==> src/lock_pkg.sv <==
package lock_pkg;

    localparam int code_w  = 12; // three bcd digits
    localparam int digit_w = 4;
    localparam int bcd_w   = 8;  // two-digit countdown

    // keypad meanings with digits at their own value
    typedef enum logic [3:0] {
        key_0           = 4'd0,
        key_1           = 4'd1,
        key_2           = 4'd2,
        key_3           = 4'd3,
        key_4           = 4'd4,
        key_5           = 4'd5,
        key_6           = 4'd6,
        key_7           = 4'd7,
        key_8           = 4'd8,
        key_9           = 4'd9,
        key_enter       = 4'd10,
        key_set         = 4'd11,
        key_clear       = 4'd12,
        key_reset_tries = 4'd13,
        key_none        = 4'd15
    } key_t;

    typedef enum logic [1:0] {
        st_entry    = 2'd0,
        st_set      = 2'd1,
        st_unlocked = 2'd2,
        st_lockout  = 2'd3
    } lock_state_t;

    // higher value means higher priority
    typedef enum logic [1:0] {
        tone_click = 2'd0,
        tone_pass  = 2'd1,
        tone_fail  = 2'd2
    } tone_t;

    localparam logic [digit_w-1:0] digit_blank = 4'hF;
    localparam logic [code_w-1:0]  disp_pass   = 12'hBCC;
    localparam logic [code_w-1:0]  disp_set    = 12'hDDD;

endpackage

==> src/key_decoder.sv <==
`timescale 1ns/1ps

module key_decoder (
    input  logic               clk,
    input  logic               arst_n,
    input  logic [15:0]        keypad,
    output logic               key_valid,
    output lock_pkg::key_t     key_code
);

    logic [15:0]    keypad_q;    // current sample
    logic [15:0]    keypad_prev; // sample one cycle older
    lock_pkg::key_t key_dec;

    // keypad map with every other value decoded as no key
    always_comb begin
        case (keypad_q)
            16'h0001: key_dec = lock_pkg::key_enter;
            16'h0008: key_dec = lock_pkg::key_0;
            16'h0010: key_dec = lock_pkg::key_set;
            16'h0020: key_dec = lock_pkg::key_3;
            16'h0040: key_dec = lock_pkg::key_2;
            16'h0080: key_dec = lock_pkg::key_1;
            16'h0100: key_dec = lock_pkg::key_reset_tries;
            16'h0200: key_dec = lock_pkg::key_6;
            16'h0400: key_dec = lock_pkg::key_5;
            16'h0800: key_dec = lock_pkg::key_4;
            16'h1000: key_dec = lock_pkg::key_clear;
            16'h2000: key_dec = lock_pkg::key_9;
            16'h4000: key_dec = lock_pkg::key_8;
            16'h8000: key_dec = lock_pkg::key_7;
            default:  key_dec = lock_pkg::key_none;
        endcase
    end

    always_ff @(posedge clk or negedge arst_n) begin
        if (!arst_n) begin
            keypad_q    <= '0;
            keypad_prev <= '0;
            key_valid   <= 1'b0;
            key_code    <= lock_pkg::key_none;
        end else begin
            keypad_q    <= keypad;
            keypad_prev <= keypad_q;
            // strobe only on the first sample of a new press
            key_valid   <= (key_dec != lock_pkg::key_none) && (keypad_q != keypad_prev);
            key_code    <= key_dec;
        end
    end

endmodule

==> src/code_entry.sv <==
`timescale 1ns/1ps

module code_entry #(
    parameter logic [lock_pkg::code_w-1:0] init_code = 12'h246,
    parameter int                          max_tries = 3
) (
    input  logic                        clk,
    input  logic                        arst_n,
    input  logic                        key_valid,
    input  lock_pkg::key_t              key_code,
    input  logic [lock_pkg::bcd_w-1:0]  lockout_bcd,
    input  logic                        lockout_done,
    output logic [lock_pkg::code_w-1:0] display,
    output logic [1:0]                  digit_count,
    output logic [1:0]                  tries,
    output logic                        unlocked,
    output logic                        locked_out,
    output logic                        lockout_start,
    output logic                        req_pass,
    output logic                        req_fail,
    output logic                        req_click
);

    localparam logic [lock_pkg::code_w-1:0] entry_blank = {3{lock_pkg::digit_blank}};

    lock_pkg::lock_state_t          state;
    logic [lock_pkg::code_w-1:0]    entry;   // digits typed so far
    logic [lock_pkg::code_w-1:0]    code;    // stored combination
    logic [lock_pkg::digit_w-1:0]   digit;
    logic                           is_digit;
    logic                           last_try;

    assign is_digit = (key_code <= lock_pkg::key_9);
    assign digit    = key_code;
    assign last_try = (int'(tries) + 1 >= max_tries);

    always_ff @(posedge clk or negedge arst_n) begin
        if (!arst_n) begin
            state         <= lock_pkg::st_entry;
            entry         <= entry_blank;
            code          <= init_code;
            digit_count   <= 2'd0;
            tries         <= 2'd0;
            lockout_start <= 1'b0;
            req_pass      <= 1'b0;
            req_fail      <= 1'b0;
            req_click     <= 1'b0;
        end else begin
            lockout_start <= 1'b0;
            req_pass      <= 1'b0;
            req_fail      <= 1'b0;
            req_click     <= key_valid && is_digit && (state != lock_pkg::st_lockout);

            if (state == lock_pkg::st_lockout) begin
                if (lockout_done) begin // back to a blank entry
                    state       <= lock_pkg::st_entry;
                    entry       <= entry_blank;
                    digit_count <= 2'd0;
                end
            end else if (key_valid && is_digit) begin
                if (state != lock_pkg::st_unlocked && digit_count < 2'd3) begin
                    entry       <= {entry[7:0], digit}; // shift in from the right
                    digit_count <= digit_count + 2'd1;
                end
            end else if (key_valid) begin
                case (key_code)
                    lock_pkg::key_clear: begin
                        entry       <= entry_blank;
                        digit_count <= 2'd0;
                        if (state == lock_pkg::st_unlocked) begin
                            state <= lock_pkg::st_entry; // relock
                        end
                    end
                    lock_pkg::key_reset_tries: begin
                        if (state != lock_pkg::st_unlocked) begin
                            entry       <= entry_blank;
                            digit_count <= 2'd0;
                            tries       <= 2'd0;
                        end
                    end
                    lock_pkg::key_set: begin
                        if (state != lock_pkg::st_unlocked) begin
                            state       <= lock_pkg::st_set;
                            entry       <= entry_blank;
                            digit_count <= 2'd0;
                        end
                    end
                    lock_pkg::key_enter: begin
                        if (state != lock_pkg::st_unlocked && digit_count == 2'd3) begin
                            entry       <= entry_blank;
                            digit_count <= 2'd0;
                            if (state == lock_pkg::st_set) begin
                                code  <= entry; // program new code
                                tries <= 2'd0;
                                state <= lock_pkg::st_entry;
                            end else if (entry == code) begin
                                state    <= lock_pkg::st_unlocked;
                                req_pass <= 1'b1;
                            end else if (last_try) begin
                                tries         <= 2'd0;
                                lockout_start <= 1'b1;
                                req_fail      <= 1'b1;
                                state         <= lock_pkg::st_lockout;
                            end else begin
                                tries    <= tries + 2'd1;
                                req_fail <= 1'b1;
                            end
                        end
                    end
                    default: ;
                endcase
            end
        end
    end

    always_comb begin
        case (state)
            lock_pkg::st_unlocked: display = lock_pkg::disp_pass;
            lock_pkg::st_lockout:  display = {4'h0, lockout_bcd}; // countdown
            lock_pkg::st_set:      display = (digit_count == 2'd0) ? lock_pkg::disp_set : entry;
            default:               display = entry;
        endcase
    end

    assign unlocked   = (state == lock_pkg::st_unlocked);
    assign locked_out = (state == lock_pkg::st_lockout);

endmodule

==> src/lockout_timer.sv <==
`timescale 1ns/1ps

module lockout_timer #(
    parameter int lockout_secs = 20,
    parameter int sec_cycles   = 50_000_000
) (
    input  logic                       clk,
    input  logic                       arst_n,
    input  logic                       lockout_start,
    output logic [lock_pkg::bcd_w-1:0] lockout_bcd,
    output logic                       lockout_done
);

    localparam int cnt_w = $clog2(sec_cycles + 1);
    localparam logic [lock_pkg::bcd_w-1:0] secs_bcd =
        {4'(lockout_secs / 10), 4'(lockout_secs % 10)};

    logic [cnt_w-1:0] pre_cnt; // cycles within one second
    logic             running;
    logic             sec_tick;

    assign sec_tick = running && (pre_cnt == cnt_w'(sec_cycles - 1));

    always_ff @(posedge clk or negedge arst_n) begin
        if (!arst_n) begin
            lockout_bcd  <= secs_bcd; // preset for the next lockout
            lockout_done <= 1'b0;
            running      <= 1'b0;
            pre_cnt      <= '0;
        end else begin
            lockout_done <= 1'b0;
            if (lockout_start) begin
                lockout_bcd <= secs_bcd;
                running     <= 1'b1;
                pre_cnt     <= '0;
            end else if (lockout_done) begin
                lockout_bcd <= secs_bcd; // reload once code_entry has seen 00
            end else if (sec_tick) begin
                pre_cnt <= '0;
                if (lockout_bcd == 8'h01) begin
                    lockout_bcd  <= 8'h00;
                    lockout_done <= 1'b1;
                    running      <= 1'b0;
                end else if (lockout_bcd[3:0] == 4'd0) begin
                    lockout_bcd <= {lockout_bcd[7:4] - 4'd1, 4'd9}; // borrow from tens
                end else begin
                    lockout_bcd[3:0] <= lockout_bcd[3:0] - 4'd1;
                end
            end else if (running) begin
                pre_cnt <= pre_cnt + 1'b1;
            end
        end
    end

endmodule

==> src/tone_arbiter.sv <==
`timescale 1ns/1ps

module tone_arbiter (
    input  logic            clk,
    input  logic            arst_n,
    input  logic            req_click,
    input  logic            req_pass,
    input  logic            req_fail,
    input  logic            tone_busy,
    output logic            grant_valid,
    output lock_pkg::tone_t grant_tone
);

    lock_pkg::tone_t pick;     // best of this cycle's requests
    logic            any_req;
    logic            playing;

    always_comb begin
        any_req = req_click | req_pass | req_fail;
        if (req_fail) begin
            pick = lock_pkg::tone_fail;
        end else if (req_pass) begin
            pick = lock_pkg::tone_pass;
        end else begin
            pick = lock_pkg::tone_click;
        end
    end

    // generator raises busy one cycle after the grant
    assign playing = tone_busy | grant_valid;

    always_ff @(posedge clk or negedge arst_n) begin
        if (!arst_n) begin
            grant_valid <= 1'b0;
            grant_tone  <= lock_pkg::tone_click;
        end else begin
            grant_valid <= 1'b0;
            if (any_req && (!playing || pick > grant_tone)) begin
                grant_valid <= 1'b1;
                grant_tone  <= pick; // kept as the playing priority
            end
        end
    end

endmodule

==> src/tone_generator.sv <==
`timescale 1ns/1ps

module tone_generator #(
    parameter int tone_unit = 25_000
) (
    input  logic            clk,
    input  logic            arst_n,
    input  logic            grant_valid,
    input  lock_pkg::tone_t grant_tone,
    output logic            tone_busy,
    output logic            buzzer
);

    localparam int cyc_w = $clog2(tone_unit + 1);

    lock_pkg::tone_t tone;
    logic [cyc_w-1:0] cyc_cnt;  // cycles within a unit
    logic [5:0]       unit_cnt; // units since start
    logic [2:0]       half_cnt; // units within a half period
    logic [2:0]       half_len;
    logic [5:0]       tone_len;
    logic             sq;
    logic             mute;
    logic             unit_end;

    always_comb begin
        case (tone)
            lock_pkg::tone_click: begin
                half_len = 3'd2;
                tone_len = 6'd16;
            end
            lock_pkg::tone_pass: begin
                half_len = 3'd1;
                tone_len = 6'd48;
            end
            default: begin
                half_len = 3'd4;
                tone_len = 6'd32;
            end
        endcase
    end

    assign unit_end = (cyc_cnt == cyc_w'(tone_unit - 1));
    assign mute     = (tone == lock_pkg::tone_fail) && (unit_cnt[5:3] == 3'd1); // units 8..15
    assign buzzer   = tone_busy & sq & ~mute;

    always_ff @(posedge clk or negedge arst_n) begin
        if (!arst_n) begin
            tone      <= lock_pkg::tone_click;
            tone_busy <= 1'b0;
            sq        <= 1'b0;
            cyc_cnt   <= '0;
            unit_cnt  <= '0;
            half_cnt  <= '0;
        end else if (grant_valid) begin // start or restart
            tone      <= grant_tone;
            tone_busy <= 1'b1;
            sq        <= 1'b1;
            cyc_cnt   <= '0;
            unit_cnt  <= '0;
            half_cnt  <= '0;
        end else if (tone_busy) begin
            if (unit_end) begin
                cyc_cnt <= '0;
                if (unit_cnt == tone_len - 6'd1) begin
                    tone_busy <= 1'b0;
                end else begin
                    unit_cnt <= unit_cnt + 6'd1;
                end
                if (half_cnt == half_len - 3'd1) begin
                    half_cnt <= '0;
                    sq       <= ~sq;
                end else begin
                    half_cnt <= half_cnt + 3'd1;
                end
            end else begin
                cyc_cnt <= cyc_cnt + 1'b1;
            end
        end
    end

endmodule

==> src/combo_lock_top.sv <==
`timescale 1ns/1ps

module combo_lock_top #(
    parameter logic [lock_pkg::code_w-1:0] init_code    = 12'h246,
    parameter int                          max_tries    = 3,
    parameter int                          lockout_secs = 20,
    parameter int                          sec_cycles   = 50_000_000,
    parameter int                          tone_unit    = 25_000
) (
    input  logic                        clk,
    input  logic                        arst_n,
    input  logic [15:0]                 keypad,
    output logic [lock_pkg::code_w-1:0] display,
    output logic [1:0]                  digit_count,
    output logic [1:0]                  tries,
    output logic                        unlocked,
    output logic                        locked_out,
    output logic                        buzzer
);

    logic                       key_valid;
    lock_pkg::key_t             key_code;
    logic                       lockout_start;
    logic [lock_pkg::bcd_w-1:0] lockout_bcd;
    logic                       lockout_done;
    logic                       req_click;
    logic                       req_pass;
    logic                       req_fail;
    logic                       grant_valid;
    lock_pkg::tone_t            grant_tone;
    logic                       tone_busy;

    key_decoder i_key_decoder (
        .clk       (clk),
        .arst_n    (arst_n),
        .keypad    (keypad),
        .key_valid (key_valid),
        .key_code  (key_code)
    );

    code_entry #(
        .init_code (init_code),
        .max_tries (max_tries)
    ) i_code_entry (
        .clk           (clk),
        .arst_n        (arst_n),
        .key_valid     (key_valid),
        .key_code      (key_code),
        .lockout_bcd   (lockout_bcd),
        .lockout_done  (lockout_done),
        .display       (display),
        .digit_count   (digit_count),
        .tries         (tries),
        .unlocked      (unlocked),
        .locked_out    (locked_out),
        .lockout_start (lockout_start),
        .req_pass      (req_pass),
        .req_fail      (req_fail),
        .req_click     (req_click)
    );

    lockout_timer #(
        .lockout_secs (lockout_secs),
        .sec_cycles   (sec_cycles)
    ) i_lockout_timer (
        .clk           (clk),
        .arst_n        (arst_n),
        .lockout_start (lockout_start),
        .lockout_bcd   (lockout_bcd),
        .lockout_done  (lockout_done)
    );

    tone_arbiter i_tone_arbiter (
        .clk         (clk),
        .arst_n      (arst_n),
        .req_click   (req_click),
        .req_pass    (req_pass),
        .req_fail    (req_fail),
        .tone_busy   (tone_busy),
        .grant_valid (grant_valid),
        .grant_tone  (grant_tone)
    );

    tone_generator #(
        .tone_unit (tone_unit)
    ) i_tone_generator (
        .clk         (clk),
        .arst_n      (arst_n),
        .grant_valid (grant_valid),
        .grant_tone  (grant_tone),
        .tone_busy   (tone_busy),
        .buzzer      (buzzer)
    );

endmodule

==> config.mk <==
export PLATFORM = sky130hd
export DESIGN_NAME = combo_lock_top
export DESIGN_NICKNAME = d
export VERILOG_FILES = /design/src/lock_pkg.sv /design/src/key_decoder.sv /design/src/code_entry.sv /design/src/lockout_timer.sv /design/src/tone_arbiter.sv /design/src/tone_generator.sv /design/src/combo_lock_top.sv
export SDC_FILE = /design/constraint.sdc
export NUM_CORES = 1
export LEC_CHECK = 0
export BUFFER_PORTS_ARGS = -buffer_cell sky130_fd_sc_hd__buf_2
export CAP_MARGIN = 15
export CORE_MARGIN = 3
export CORE_UTILIZATION = 40
export DETAILED_ROUTE_END_ITERATION = 8
export PLACE_DENSITY = 0.64
export SETUP_SLACK_MARGIN = 0.15
export SYNTH_ARGS = -nofsm -noshare
export SYNTH_HDL_FRONTEND = slang
export SYNTH_HIERARCHICAL = 1
export SYNTH_SLANG_ARGS = --single-unit
==> constraint.sdc <==
create_clock -name clk -period 2.7 [get_ports clk]
set_clock_uncertainty 0.1 [all_clocks]
set_input_delay 0.81 -clock clk [delete_from_list [all_inputs] [get_ports clk]]
set_output_delay 0.81 -clock clk [all_outputs]
set_load 0.03 [all_outputs]
Word-level counts from Yosys, hierarchy flattened
Index checks and enable logic that the tools add are counted.

storage, ports and cells
  logic and storage cells = 234
  bits in registers = 138
  output and inout bits = 19
  input bits = 18

cells by class
  eq/ne operators = 49
  mux-type cells = 98
  $add $sub $neg = 11
  $lt $le $gt $ge = 4
  reduce and logical (&&, ||, !) cells = 37
  bitwise logic cells = 9

operators with widths
  cell                   number
  $mux 26                4
  $mux 12                8
  $pmux 12 s3            2
  $pmux 4 s14            1
  $mux 15                3
  $mux 2                 21
  $mux 1                 40
  $ge 32x3->1 const B    1
  $mux 8                 4
  $add 26x1->26 const B  1
  $eq 26x26->1 const B   1
  $mux 6                 4
  $eq 16x1->1 const B    1
  $eq 16x10->1 const B   1
  $eq 16x11->1 const B   1
  $eq 16x12->1 const B   1
  $eq 16x13->1 const B   1
  $eq 16x14->1 const B   1
  $eq 16x15->1 const B   1
  $eq 16x16->1 const B   1
  $eq 16x4->1 const B    1
  $eq 16x5->1 const B    1
  $eq 16x6->1 const B    1
  $eq 16x7->1 const B    1
  other kinds (55)       106

Longest topological paths before layout
Gate-level depths: netlist (run 1).

  depth in word-level cells = 10
  gate-level depth with buffers = 8
  gate-level depth less buffers = 7

Modules after synthesis
Netlist (run 1), hierarchy kept.

modules (own cells, without submodules)
  module          seq. area each (µm²)  cells an instance  area each (µm²)  times used
  lockout_timer   902.1                 220                2,000.7          1
  code_entry      870.8                 183                1,898.1          1
  key_decoder     930.9                 131                1,645.3          1
  tone_generator  700.7                 159                1,500.2          1
  tone_arbiter    75.1                  20                 227.7            1

Worst setup path after synthesis (run 1)
OpenSTA, ideal clock, no wires.

  path type = reg2out
  start = register i_code_entry.digit_count[0]
  end = output display[11] (netlist bit)
  cell stages (with the launch flop) = 7
  setup slack = -0.094 ns
  path buffers = 1
  data required time = 1.790 ns
  arrival time = 1.884 ns
  cell sequence = dfrtp_1 > inv_1 > ha_1 > and2_1 > clkbuf_1 > nor2_1 > o21ai_0

between the ends
  word-level cells in the longest chain between the ends = 3

ends and longest elaborated chain
  what                    line                  text
  start, declared         code_entry.sv:14      output logic [1:0] digit_count,
  start signal, assigned  code_entry.sv:63      digit_count <= digit_count + 2'd1;
  $logic_not 2->1         code_entry.sv:120     lock_pkg::st_set: display = (digit_count == 2'd0) ? lock_pkg::disp_set : entry;
  $mux 12                 code_entry.sv:120
  $pmux 12 s3             code_entry.sv:117     case (state)
  end, declared           combo_lock_top.sv:13  output logic [lock_pkg::code_w-1:0] display,

Every way passes these cells.

Final worst setup path (run 1)
  start = register i_code_entry.digit_count[0]
  end = output display[7] (netlist bit)

The elaborated chain is that of the path after synthesis.

==> reports/metrics.csv, run 1 <==
metric,value,unit
syn-cell-area,0.00727,sq mm
power,0.00455,W
setup_viol,0,
grt_pass1_wl,26.1,mm
synthFlopType,dfrtp_1,
grt_usage,16.0,%
ys_seq_elements,138,
p_leak,3.62,nW
worstSkewPairLatency,0.42,ns
rows,48,
synth_top_area_cell,dfrtp_1,
slew_viol_final,0,
worstPathMaxFanout,5,
synthArstFlopShare,100,%
gp_congestion,0.826,
wl,15.0,mm
vias_per_cell,5.42,
layout.nets,783,
firstDrtPassIters,4,
timing.rr.start,i_tone_generator/cyc_cnt[3],
cp_slowest_stage_delay,0.37,ns
startpoint,i_code_entry/digit_count[0],
synth-edff-count,0,
grt_pass1_vias,5255,
final_cells,992,
cts.clk_slew.worst_paths,0.06,ns
status,completed,
hold_viol,0,
postRouteAntennaNets,0,
cts_tree,yes,
worst_pin_slew,0.818,ns
vdd_drop_max,0.426,mV
antenna_found_initial,0,
fin_util,47.5,%
finalCritPeriodShare,95.4,%
cp.arrival,1.67,ns
synthesis.nets,742,
fill_cells,1650,
dp.final_hpwl,10.3,mm
required,1.79,ns
die_x,141,um
synth_top_area_share,40.3,%
root_buffer,clkbuf_16,
dieArea,0.0198,sq mm
wl_per_cell,15.2,um
vias,5378,
drc,0,
post-place-cells,956,
initial_core_util,41.5,%
yosysMostFrequentCell,dfrtp_1,
io_pins,37,
grt_overflow_total,0,
synth.distinct_cells,82,
syn_inst,713,
seq_area_frac_synth,47.8,%
rsz0062_at_grt,yes,
path_cells,"inv_2, ha_4, and2_4, o32a_1, buf_6",
htree_num_levels,4,
cp-start-kind,flip-flop,
drv_cap,0,
synthTopCellsByCount,"dfrtp_1 (117), nor2_1 (83), nand2_1 (47)",
coreArea,0.0175,sq mm
yosys_warnings,6,
layout.area.seq,0.00348,sq mm
die_y,141,um
numCtsBuffers,17,
clockBufferDepth,2,
worstSetupPathType,flip-flop to output pin,
cts_sinks,138,
min_period,2.58,ns
final_layout_size_suffix_gt1_share,22.0,%
drt_iter0_drc,182,
end_kind,output pin,
critical-path-slowest-cell,dfrtp_1,
fmaxAchievable,388,MHz
n_antenna_cell,0,
syn_to_final_growth,14.5,%
grt_max_degree,42,
netlist_top_cells_area,"dfrtp_1 (40%), dfstp_2 (7.6%), xnor2_1 (4.7%)",
slew_headroom,45.1,%
io_buffers,36,
tns,0,ns
p_per_area,546,mW/mm^2
min_path_type,input port to async pin,
multi_input_area,0.00351,sq mm
syn_avg_cell_area,10.2,sq um
## area by class of cell
type	instances	area share, %
clock inverters	15	1.91
inverters	21	0.962
flip-flops and latches	138	41.8
clock buffers	17	5.11
repair buffers	56	4.64
well taps	225	3.38
multi-input cells	520	42.2
## flip-flops by register name (all words and copies together), names as in the netlist, 4 cells and up
signal,count
i_tone_generator/unit_cnt,6
i_key_decoder/keypad_prev,16
i_lockout_timer/pre_cnt,26
i_code_entry/entry,12
i_lockout_timer/lockout_bcd,8
i_key_decoder/key_code,4
i_code_entry/code,12
i_key_decoder/keypad_q,16
i_tone_generator/cyc_cnt,15
## per-stage QoR
stage,hold slack (ns),worst slack (ns),instance area (sq um)
2_1_floorplan,0.252,0.0858,7280
3_3_place_gp,0.361,0.379,7650
3_5_place_dp,0.363,0.333,7650
4_1_cts,0.200,0.113,8310
5_1_grt,0.221,0.0695,8330
6_report,0.197,0.123,8330
## report_power, final
| part | switching, W | leakage [nW] | internal (W) | total, W |
|---|---|---|---|---|
| clock | 0.00100 | 0.277 | 0.00130 | 0.00231 |
| sequential | 0.0000394 | 1.78 | 0.00209 | 0.00213 |
| combinational | 0.0000637 | 1.57 | 0.0000482 | 0.000112 |
| total | 0.00111 | 3.62 | 0.00344 | 0.00455 |
## path summary, 6_finish.rpt
| check | cells after the start | slack [ns] | to |
|---|---|---|---|
| worst max-delay path | 5 | 0.12 | display[7] |
| worst min-delay path | 1 | 0.20 | i_tone_generator/sq |
| worst max register to register | 5 | 0.37 | i_tone_generator/unit_cnt[5] |
| worst min register to register | 0 | 0.37 | i_key_decoder/keypad_prev[2] |
| max in group asynchronous | 2 | 1.63 | i_code_entry/entry[4] |
| min in group clk | 0 | 0.37 | i_key_decoder/keypad_prev[2] |
## cells by family (layout without fill, tap and decap cells)
group	count (synthesis)	in the layout	synth area share, %
fa+ha+maj	11	11	1.89
mux	19	19	2.89
compound gates	126	126	12.2
buf+inv	56	109	4.28
flops	138	138	47.8
simple gates	293	294	22.4
xor+xnor	70	70	8.43
## per-layer routing
metal / track usage, % / up-vias / wire length [um]
met1: 22.2 / 2632 / 7170
met3: 3.93 / 13 / 666
met4: 4.79 / 0 / 183
li1: - / 2626 / -
met2: 25.0 / 107 / 7010
met5: 0 / - / 0
## cell usage in the layout, fill, tap and decap left out, types with 18 or more instances in the layout
cell / instances
nand3_1: 29
nor3_1: 18
buf_2: 26
buf_4: 23
dfrtp_1: 115
nor2_1: 83
dfstp_2: 21
o21ai_0: 27
inv_1: 18
a21oi_1: 24
xor2_1: 31
xnor2_1: 39
nand4_1: 20
nand2_1: 47
## critical path: cells and delay by family (launching register included)
kind	cells	cell delay, ns
AND/OR/NAND/NOR	1	0.18
buffers and inverters	2	0.21
AO/OA/AOI/OAI	1	0.31
adder cells (fa/ha/maj)	1	0.17
flip-flops	1	0.37
## timing repair
action,CTS,global route
buffers inserted,3,0
setup endpoints to repair,12,13
pin swaps,0,0
cloned,1,0
hold buffers,0,0
gates resized for setup,17,8
Note: power is estimated with default switching activity, not from simulation.
==> run 2, diff against run 1 <==
- REMOVE_ABC_BUFFERS: unset -> 1
- SLEW_MARGIN: unset -> 30
==> run 2 against run 1 <==
- die area unchanged
- first-iteration DRC count up 28%
- sequential share of layout area is 0.36 points lower
- total power increased by 1.7%
- critical endpoint is now display[3]
- setup slack better by 0.0097 ns
- largest cell class unchanged
- routed wire length down 0.62%
- highest routed layer unchanged
- critical path type unchanged
- clock power grew 3%
- global-route usage down 0.15 points
==> reports/metrics.csv, run 2 (synthesis gave the netlist of run 1 again) <==
metric,value,unit,change
status,completed,,unchanged
grt_usage,15.9,%,was 16.0%
share_comb_of_total_power,2.4,%,was 2.5%
cts_tree,yes,,unchanged
rsz0062_at_grt,yes,,unchanged
dr_wl_met3,513,um,was 666 um
wl,14.9,mm,was 15.0 mm
wl_met1,6.95,mm,was 7.17 mm
tns,0,ns,unchanged
cp.arrival,1.66,ns,was 1.67 ns
drc,0,,unchanged
cts_hold_buf,0,,unchanged
grt_pass1_vias,5190,,was 5255
vias_per_cell,5.29,,was 5.42
reg_top3,"i_lockout_timer/pre_cnt (26), i_key_decoder/keypad_prev (16), i_key_decoder/keypad_q (16)",,unchanged
io_pins,37,,unchanged
critPathTopFamily,flip-flops,,unchanged
final_layout_size_suffix_gt1_share,22.9,%,was 22.0%
regMostFlops,i_lockout_timer/pre_cnt,,unchanged
critPathBufInv,2,,unchanged
p_int,0.00354,W,was 0.00344 W
pre_cts_slack,0.333,ns,about the same
vdd_drop_max,0.582,mV,was 0.426 mV
postRouteAntennaNets,0,,unchanged
fmaxAchievable,390,MHz,was 388 MHz
worstSkewPairLatency,0.42,ns,about the same
finalCritPeriodShare,95.1,%,was 95.4%
worstSetupPathType,flip-flop to output pin,,unchanged
grt_overflow_total,0,,unchanged
initial_core_util,41.5,%,unchanged
dp.final_hpwl,10.3,mm,about the same
hold_viol,0,,unchanged
layout.nets,785,,was 783
cp_slowest_stage_delay,0.36,ns,was 0.37 ns
path_cells,"inv_2, ha_4, and2_4, o32a_1, buf_6",,unchanged
drt_iter0_drc,233,,was 182
syn_to_final_growth,15.5,%,was 14.5%
reg2reg_slack,0.37,ns,about the same
vias,5262,,was 5378
layout_common_cells,"dfrtp_1 (115), nor2_1 (80), nand2_1 (47)",,"was dfrtp_1 (115), nor2_1 (83), nand2_1 (47)"
gp_congestion,0.803,,was 0.826
numCtsBuffers,17,,unchanged
wl_met2,7.31,mm,was 7.01 mm
end_kind,output pin,,unchanged
dieArea,0.0198,sq mm,unchanged
worst_pin_slew,0.649,ns,was 0.818 ns
slew_headroom,56.5,%,was 45.1%
wl_per_cell,15.0,um,was 15.2 um
cp-start-kind,flip-flop,,unchanged
min_path_type,input port to async pin,,unchanged
min_period,2.57,ns,was 2.58 ns
antenna_found_initial,0,,unchanged
timing.rr.start,i_tone_generator/cyc_cnt[11],,was i_tone_generator/cyc_cnt[3]
rows,48,,unchanged
drv_cap,0,,unchanged
required,1.79,ns,about the same
grt_max_degree,52,,was 42
power.switching,0.00109,W,was 0.00111 W
die_x,141,um,unchanged
p_clk_share,51.5,%,was 50.7%
io_buffers,36,,unchanged
clockBufferDepth,2,,unchanged
critical-path-slowest-cell,dfrtp_1,,unchanged
worstPathMaxFanout,5,,unchanged
coreArea,0.0175,sq mm,unchanged
root_buffer,clkbuf_16,,unchanged
setup_viol,0,,unchanged
layout_commonest_cell,dfrtp_1,,unchanged
grt_pass1_wl,25.8,mm,was 26.1 mm
slew_viol_final,0,,unchanged
fin_ws,0.133,ns,was 0.123 ns
cts.clk_slew.worst_paths,0.06,ns,about the same
n_antenna_cell,0,,unchanged
p_leak,3.65,nW,was 3.62 nW
r2r_cells,5,,unchanged
top_layer_used,met4,,unchanged
r2r-end,i_tone_generator/unit_cnt[5],,unchanged
seq_power_share,46.1,%,was 46.9%
p_per_area,551,mW/mm^2,was 546 mW/mm^2
largest_reg_flops,26,,unchanged
cts_sinks,138,,unchanged
die_y,141,um,unchanged
p_sw_share,23.5,%,was 24.3%
firstDrtPassIters,4,,unchanged
htree_num_levels,4,,unchanged
-- run 2: cell count changes in the layout (fill, tap and decap cells not counted), moves of 2 or more --
cell	delta
o21ai_1	-3
nor2_1	-3
buf_4	+3
buf_6	+2
o21ai_0	+2
nor2_2	+2
buf_2	-2
-- run 2: how the worst max path moves through the flow --
stage / from / to / slack (ns) / cells past startpoint
floorplan: i_code_entry/digit_count[0] / display[11] / 0.01 / 5
global placement: i_code_entry/digit_count[0] / display[8] / 0.38 / 6
detailed placement: i_code_entry/digit_count[0] / display[0] / 0.33 / 6
CTS: i_code_entry/digit_count[0] / display[3] / 0.13 / 5
global route: i_code_entry/state[1] / display[2] / 0.09 / 3
finish: i_code_entry/digit_count[0] / display[3] / 0.13 / 5
-- run 2: timing repair --
item | 4_1_cts | 5_1_grt
resized for setup | 23 | 14
pin swaps | 0 | 2
setup endpoints to repair | 12 | 11
gates cloned | 1 | 0
buffers inserted | 3 | 3
-- run 2: cell type report --
class                      instances  area [sq um]
timing repair buffer              58           414
clock buffer                      17           425
multi-input combinational        520          3530
tap                              225           282
sequential                       138          3480
clock inverter                    15           184
fill                            1623          9140
inverter                          21          80.1
-- run 2: per-stage QoR --
stage               area (sq um)  power [W]  util, %  hold slack, ns  cells
global placement            7640    0.00228     43.6           0.362    955
CTS                         8340    0.00471     47.5           0.234    991
detailed placement          7640    0.00229     43.6           0.377    955
finish                      8400    0.00463     47.9           0.230    994
floorplan                   7040    0.00221        -           0.330    678
global route                8400    0.00482     47.9           0.263    994
-- run 2: power by group through the flow --
stage,logic [W],registers (W),clock network (W)
2_1_floorplan,0.0000473,0.00216,0
3_3_place_gp,0.000115,0.00217,0
3_5_place_dp,0.000115,0.00217,0
4_1_cts,0.000116,0.00213,0.00246
5_1_grt,0.000130,0.00214,0.00255
6_report,0.000111,0.00213,0.00238
-- run 2: worst register-to-register path, stage by stage (launching register included) --
cell,delay [ns]
dfrtp_1,0.43
or4b_4,0.58
nor4_4,0.35
a21oi_2,0.17
nor3_1,0.24
mux2_2,0.35
-- run 2: metal layers --
layer | up-vias | track usage (%)
li1 | 2639 | -
met1 | 2544 | 20.9
met2 | 65 | 26.0
met3 | 14 | 3.93
met4 | 0 | 4.74
met5 | - | 0
==> run 3, diff against run 2 <==
--- a/config.mk
+++ b/config.mk
@@ -8,4 +8,5 @@
 export BUFFER_PORTS_ARGS = -buffer_cell sky130_fd_sc_hd__buf_2
 export CAP_MARGIN = 15
+export CORE_ASPECT_RATIO = 0.8
 export CORE_MARGIN = 3
 export CORE_UTILIZATION = 40
==> constraint.sdc (replaced) <==
create_clock -name clk -period 2.7 [get_ports clk]
set_clock_uncertainty 0.1 [all_clocks]
set_input_delay 0.405 -clock clk [delete_from_list [all_inputs] [get_ports clk]]
set_output_delay 0.405 -clock clk [all_outputs]
set_load 0.03 [all_outputs]
==> run 3 against run 2 <==
- clock power is 9.2% lower
- routed wire length shrank 0.26%
- largest power group unchanged
- non-clock buffer count up 9
- cell count grew 0.80%
- total power down 4.3%
- sequential share of layout area grew 0.21 points
- cell area is 0.58% lower
- maximum frequency is 7.6% higher
- largest cell class unchanged
- critical path type is now flip-flop to flip-flop
- count of clock-buffer cells in the layout grew 1
- core utilization is 0.43 points lower
- via count is 1.4% higher
==> reports/metrics.csv, run 3 (synthesis gave the netlist of run 1 again) <==
metric,value,unit,change
reg_top3,"i_lockout_timer/pre_cnt (26), i_key_decoder/keypad_prev (16), i_key_decoder/keypad_q (16)",,unchanged
die_y,127,um,was 141 um
min_period,2.39,ns,was 2.57 ns
initial_core_util,41.3,%,was 41.5%
multi_input_area,0.00348,sq mm,was 0.00353 sq mm
worst_pin_slew,0.721,ns,was 0.649 ns
p_per_area,530,mW/mm^2,was 551 mW/mm^2
whs,0.378,ns,was 0.230 ns
dp.final_hpwl,10.3,mm,about the same
fmaxAchievable,419,MHz,was 390 MHz
min_path_type,flip-flop to flip-flop,,was input port to async pin
slew_viol_final,0,,unchanged
power,0.00443,W,was 0.00463 W
worstSetupPathType,flip-flop to flip-flop,,was flip-flop to output pin
vias_per_cell,5.33,,was 5.29
vdd_drop_max,0.357,mV,was 0.582 mV
cts_tree,yes,,unchanged
worstSkewPairLatency,0.42,ns,about the same
antenna_found_initial,0,,unchanged
critical-path-slowest-cell,or4b_1,,was dfrtp_1
grt_pass1_wl,25.6,mm,was 25.8 mm
largest_reg_flops,26,,unchanged
tns,0,ns,unchanged
cts_sinks,138,,unchanged
wl,14.9,mm,about the same
layout.area.seq,0.00348,sq mm,about the same
coreArea,0.0176,sq mm,was 0.0175 sq mm
cp_slowest_stage_delay,0.63,ns,was 0.36 ns
dieArea,0.0198,sq mm,about the same
p_leak,3.65,nW,about the same
layout.nets,793,,was 785
htree_num_levels,4,,unchanged
drc,0,,unchanged
firstDrtPassIters,4,,unchanged
n_antenna_cell,0,,unchanged
clockBufferDepth,2,,unchanged
grt_overflow_total,0,,unchanged
grt_max_degree,50,,was 52
rsz0062_at_grt,no,,was yes
setup_viol,0,,unchanged
worstPathMaxFanout,9,,was 5
gp_congestion,0.834,,was 0.803
postRouteAntennaNets,0,,unchanged
root_buffer,clkbuf_16,,unchanged
grt_usage,15.9,%,about the same
hold_viol,0,,unchanged
drt_iter0_drc,242,,was 233
post-cts-setup-buffers,0,,was 3
regMostFlops,i_lockout_timer/pre_cnt,,unchanged
final_layout_size_suffix_gt1_share,19.9,%,was 22.9%
drv_cap,0,,unchanged
io_buffers,36,,unchanged
end_kind,flip-flop,,was output pin
cts.clk_slew.worst_paths,0.06,ns,about the same
cp-start-kind,flip-flop,,unchanged
numCtsBuffers,17,,unchanged
required,2.90,ns,was 1.79 ns
rows,43,,was 48
syn_to_final_growth,14.8,%,was 15.5%
slew_headroom,51.4,%,was 56.5%
io_pins,37,,unchanged
layout_commonest_cell,dfrtp_1,,unchanged
cp.arrival,2.58,ns,was 1.66 ns
critPathTopFamily,simple AND/OR/NAND/NOR gates,,was flip-flops
critPathBufInv,0,,was 2
vias,5336,,was 5262
die_x,157,um,was 141 um
fill_cells,1624,,was 1623
finalCritPeriodShare,88.4,%,was 95.1%
grt_pass1_vias,5104,,was 5190
wl_per_cell,14.9,um,was 15.0 um
layout_common_cells,"dfrtp_1 (117), nor2_1 (83), nand2_1 (47)",,"was dfrtp_1 (115), nor2_1 (80), nand2_1 (47)"
status,completed,,unchanged
path_cells,"or4b_1, nor4_4, a21oi_2, nor3_1, mux2_2",,"was inv_2, ha_4, and2_4, o32a_1, buf_6"
run 3: final timing paths:
check	slack [ns]	endpoint	cells past startpoint	from
min in group asynchronous	0.39	i_lockout_timer/pre_cnt[13]	2	arst_n
max in group asynchronous	1.43	i_code_entry/entry[2]	3	arst_n
min reg2reg	0.38	i_key_decoder/keypad_prev[2]	0	i_key_decoder/keypad_q[2]
max	0.31	i_tone_generator/unit_cnt[5]	5	i_tone_generator/cyc_cnt[3]
min	0.38	i_key_decoder/keypad_prev[2]	0	i_key_decoder/keypad_q[2]
max reg2reg	0.31	i_tone_generator/unit_cnt[5]	5	i_tone_generator/cyc_cnt[3]
run 3: repair_timing:
item                                    4_1_cts  5_1_grt
gates resized for setup                       1        1
hold endpoints to repair                     53        0
endpoints found under the setup margin        1        1
hold buffers                                 17        0
run 3: routing by layer:
layer / track usage (%) / vias up / wire length [um]
li1: - / 2655 / -
met1: 24.1 / 2585 / 7730
met2: 22.1 / 85 / 6570
met3: 3.31 / 11 / 492
met4: 5.82 / 0 / 107
met5: 0 / - / 0
run 3: cell type report:
type | instances | area share, %
Sequential cell | 138 | 41.7
Multi-Input combinational cell | 519 | 41.7
Inverter | 21 | 0.959
Clock buffer | 18 | 5.26
Clock inverter | 14 | 1.33
Tap cell | 225 | 3.37
Timing Repair Buffer | 67 | 5.68
run 3: report_power, final:
part | internal [W] | total (W) | switching, W
registers | 0.00209 | 0.00213 | 0.0000400
logic | 0.0000632 | 0.000130 | 0.0000671
clock network | 0.00122 | 0.00216 | 0.000947
run 3: per-stage QoR:
stage	utilization, %	area (sq um)	instances	worst slack (ns)
after global routing	47.5	8350	1002	0.208
final	47.5	8350	1002	0.314
after detailed placement	43.3	7630	953	0.385
after CTS	47.5	8350	1002	0.250
after global placement	43.3	7630	953	0.432
after floorplan	-	7040	678	0.369
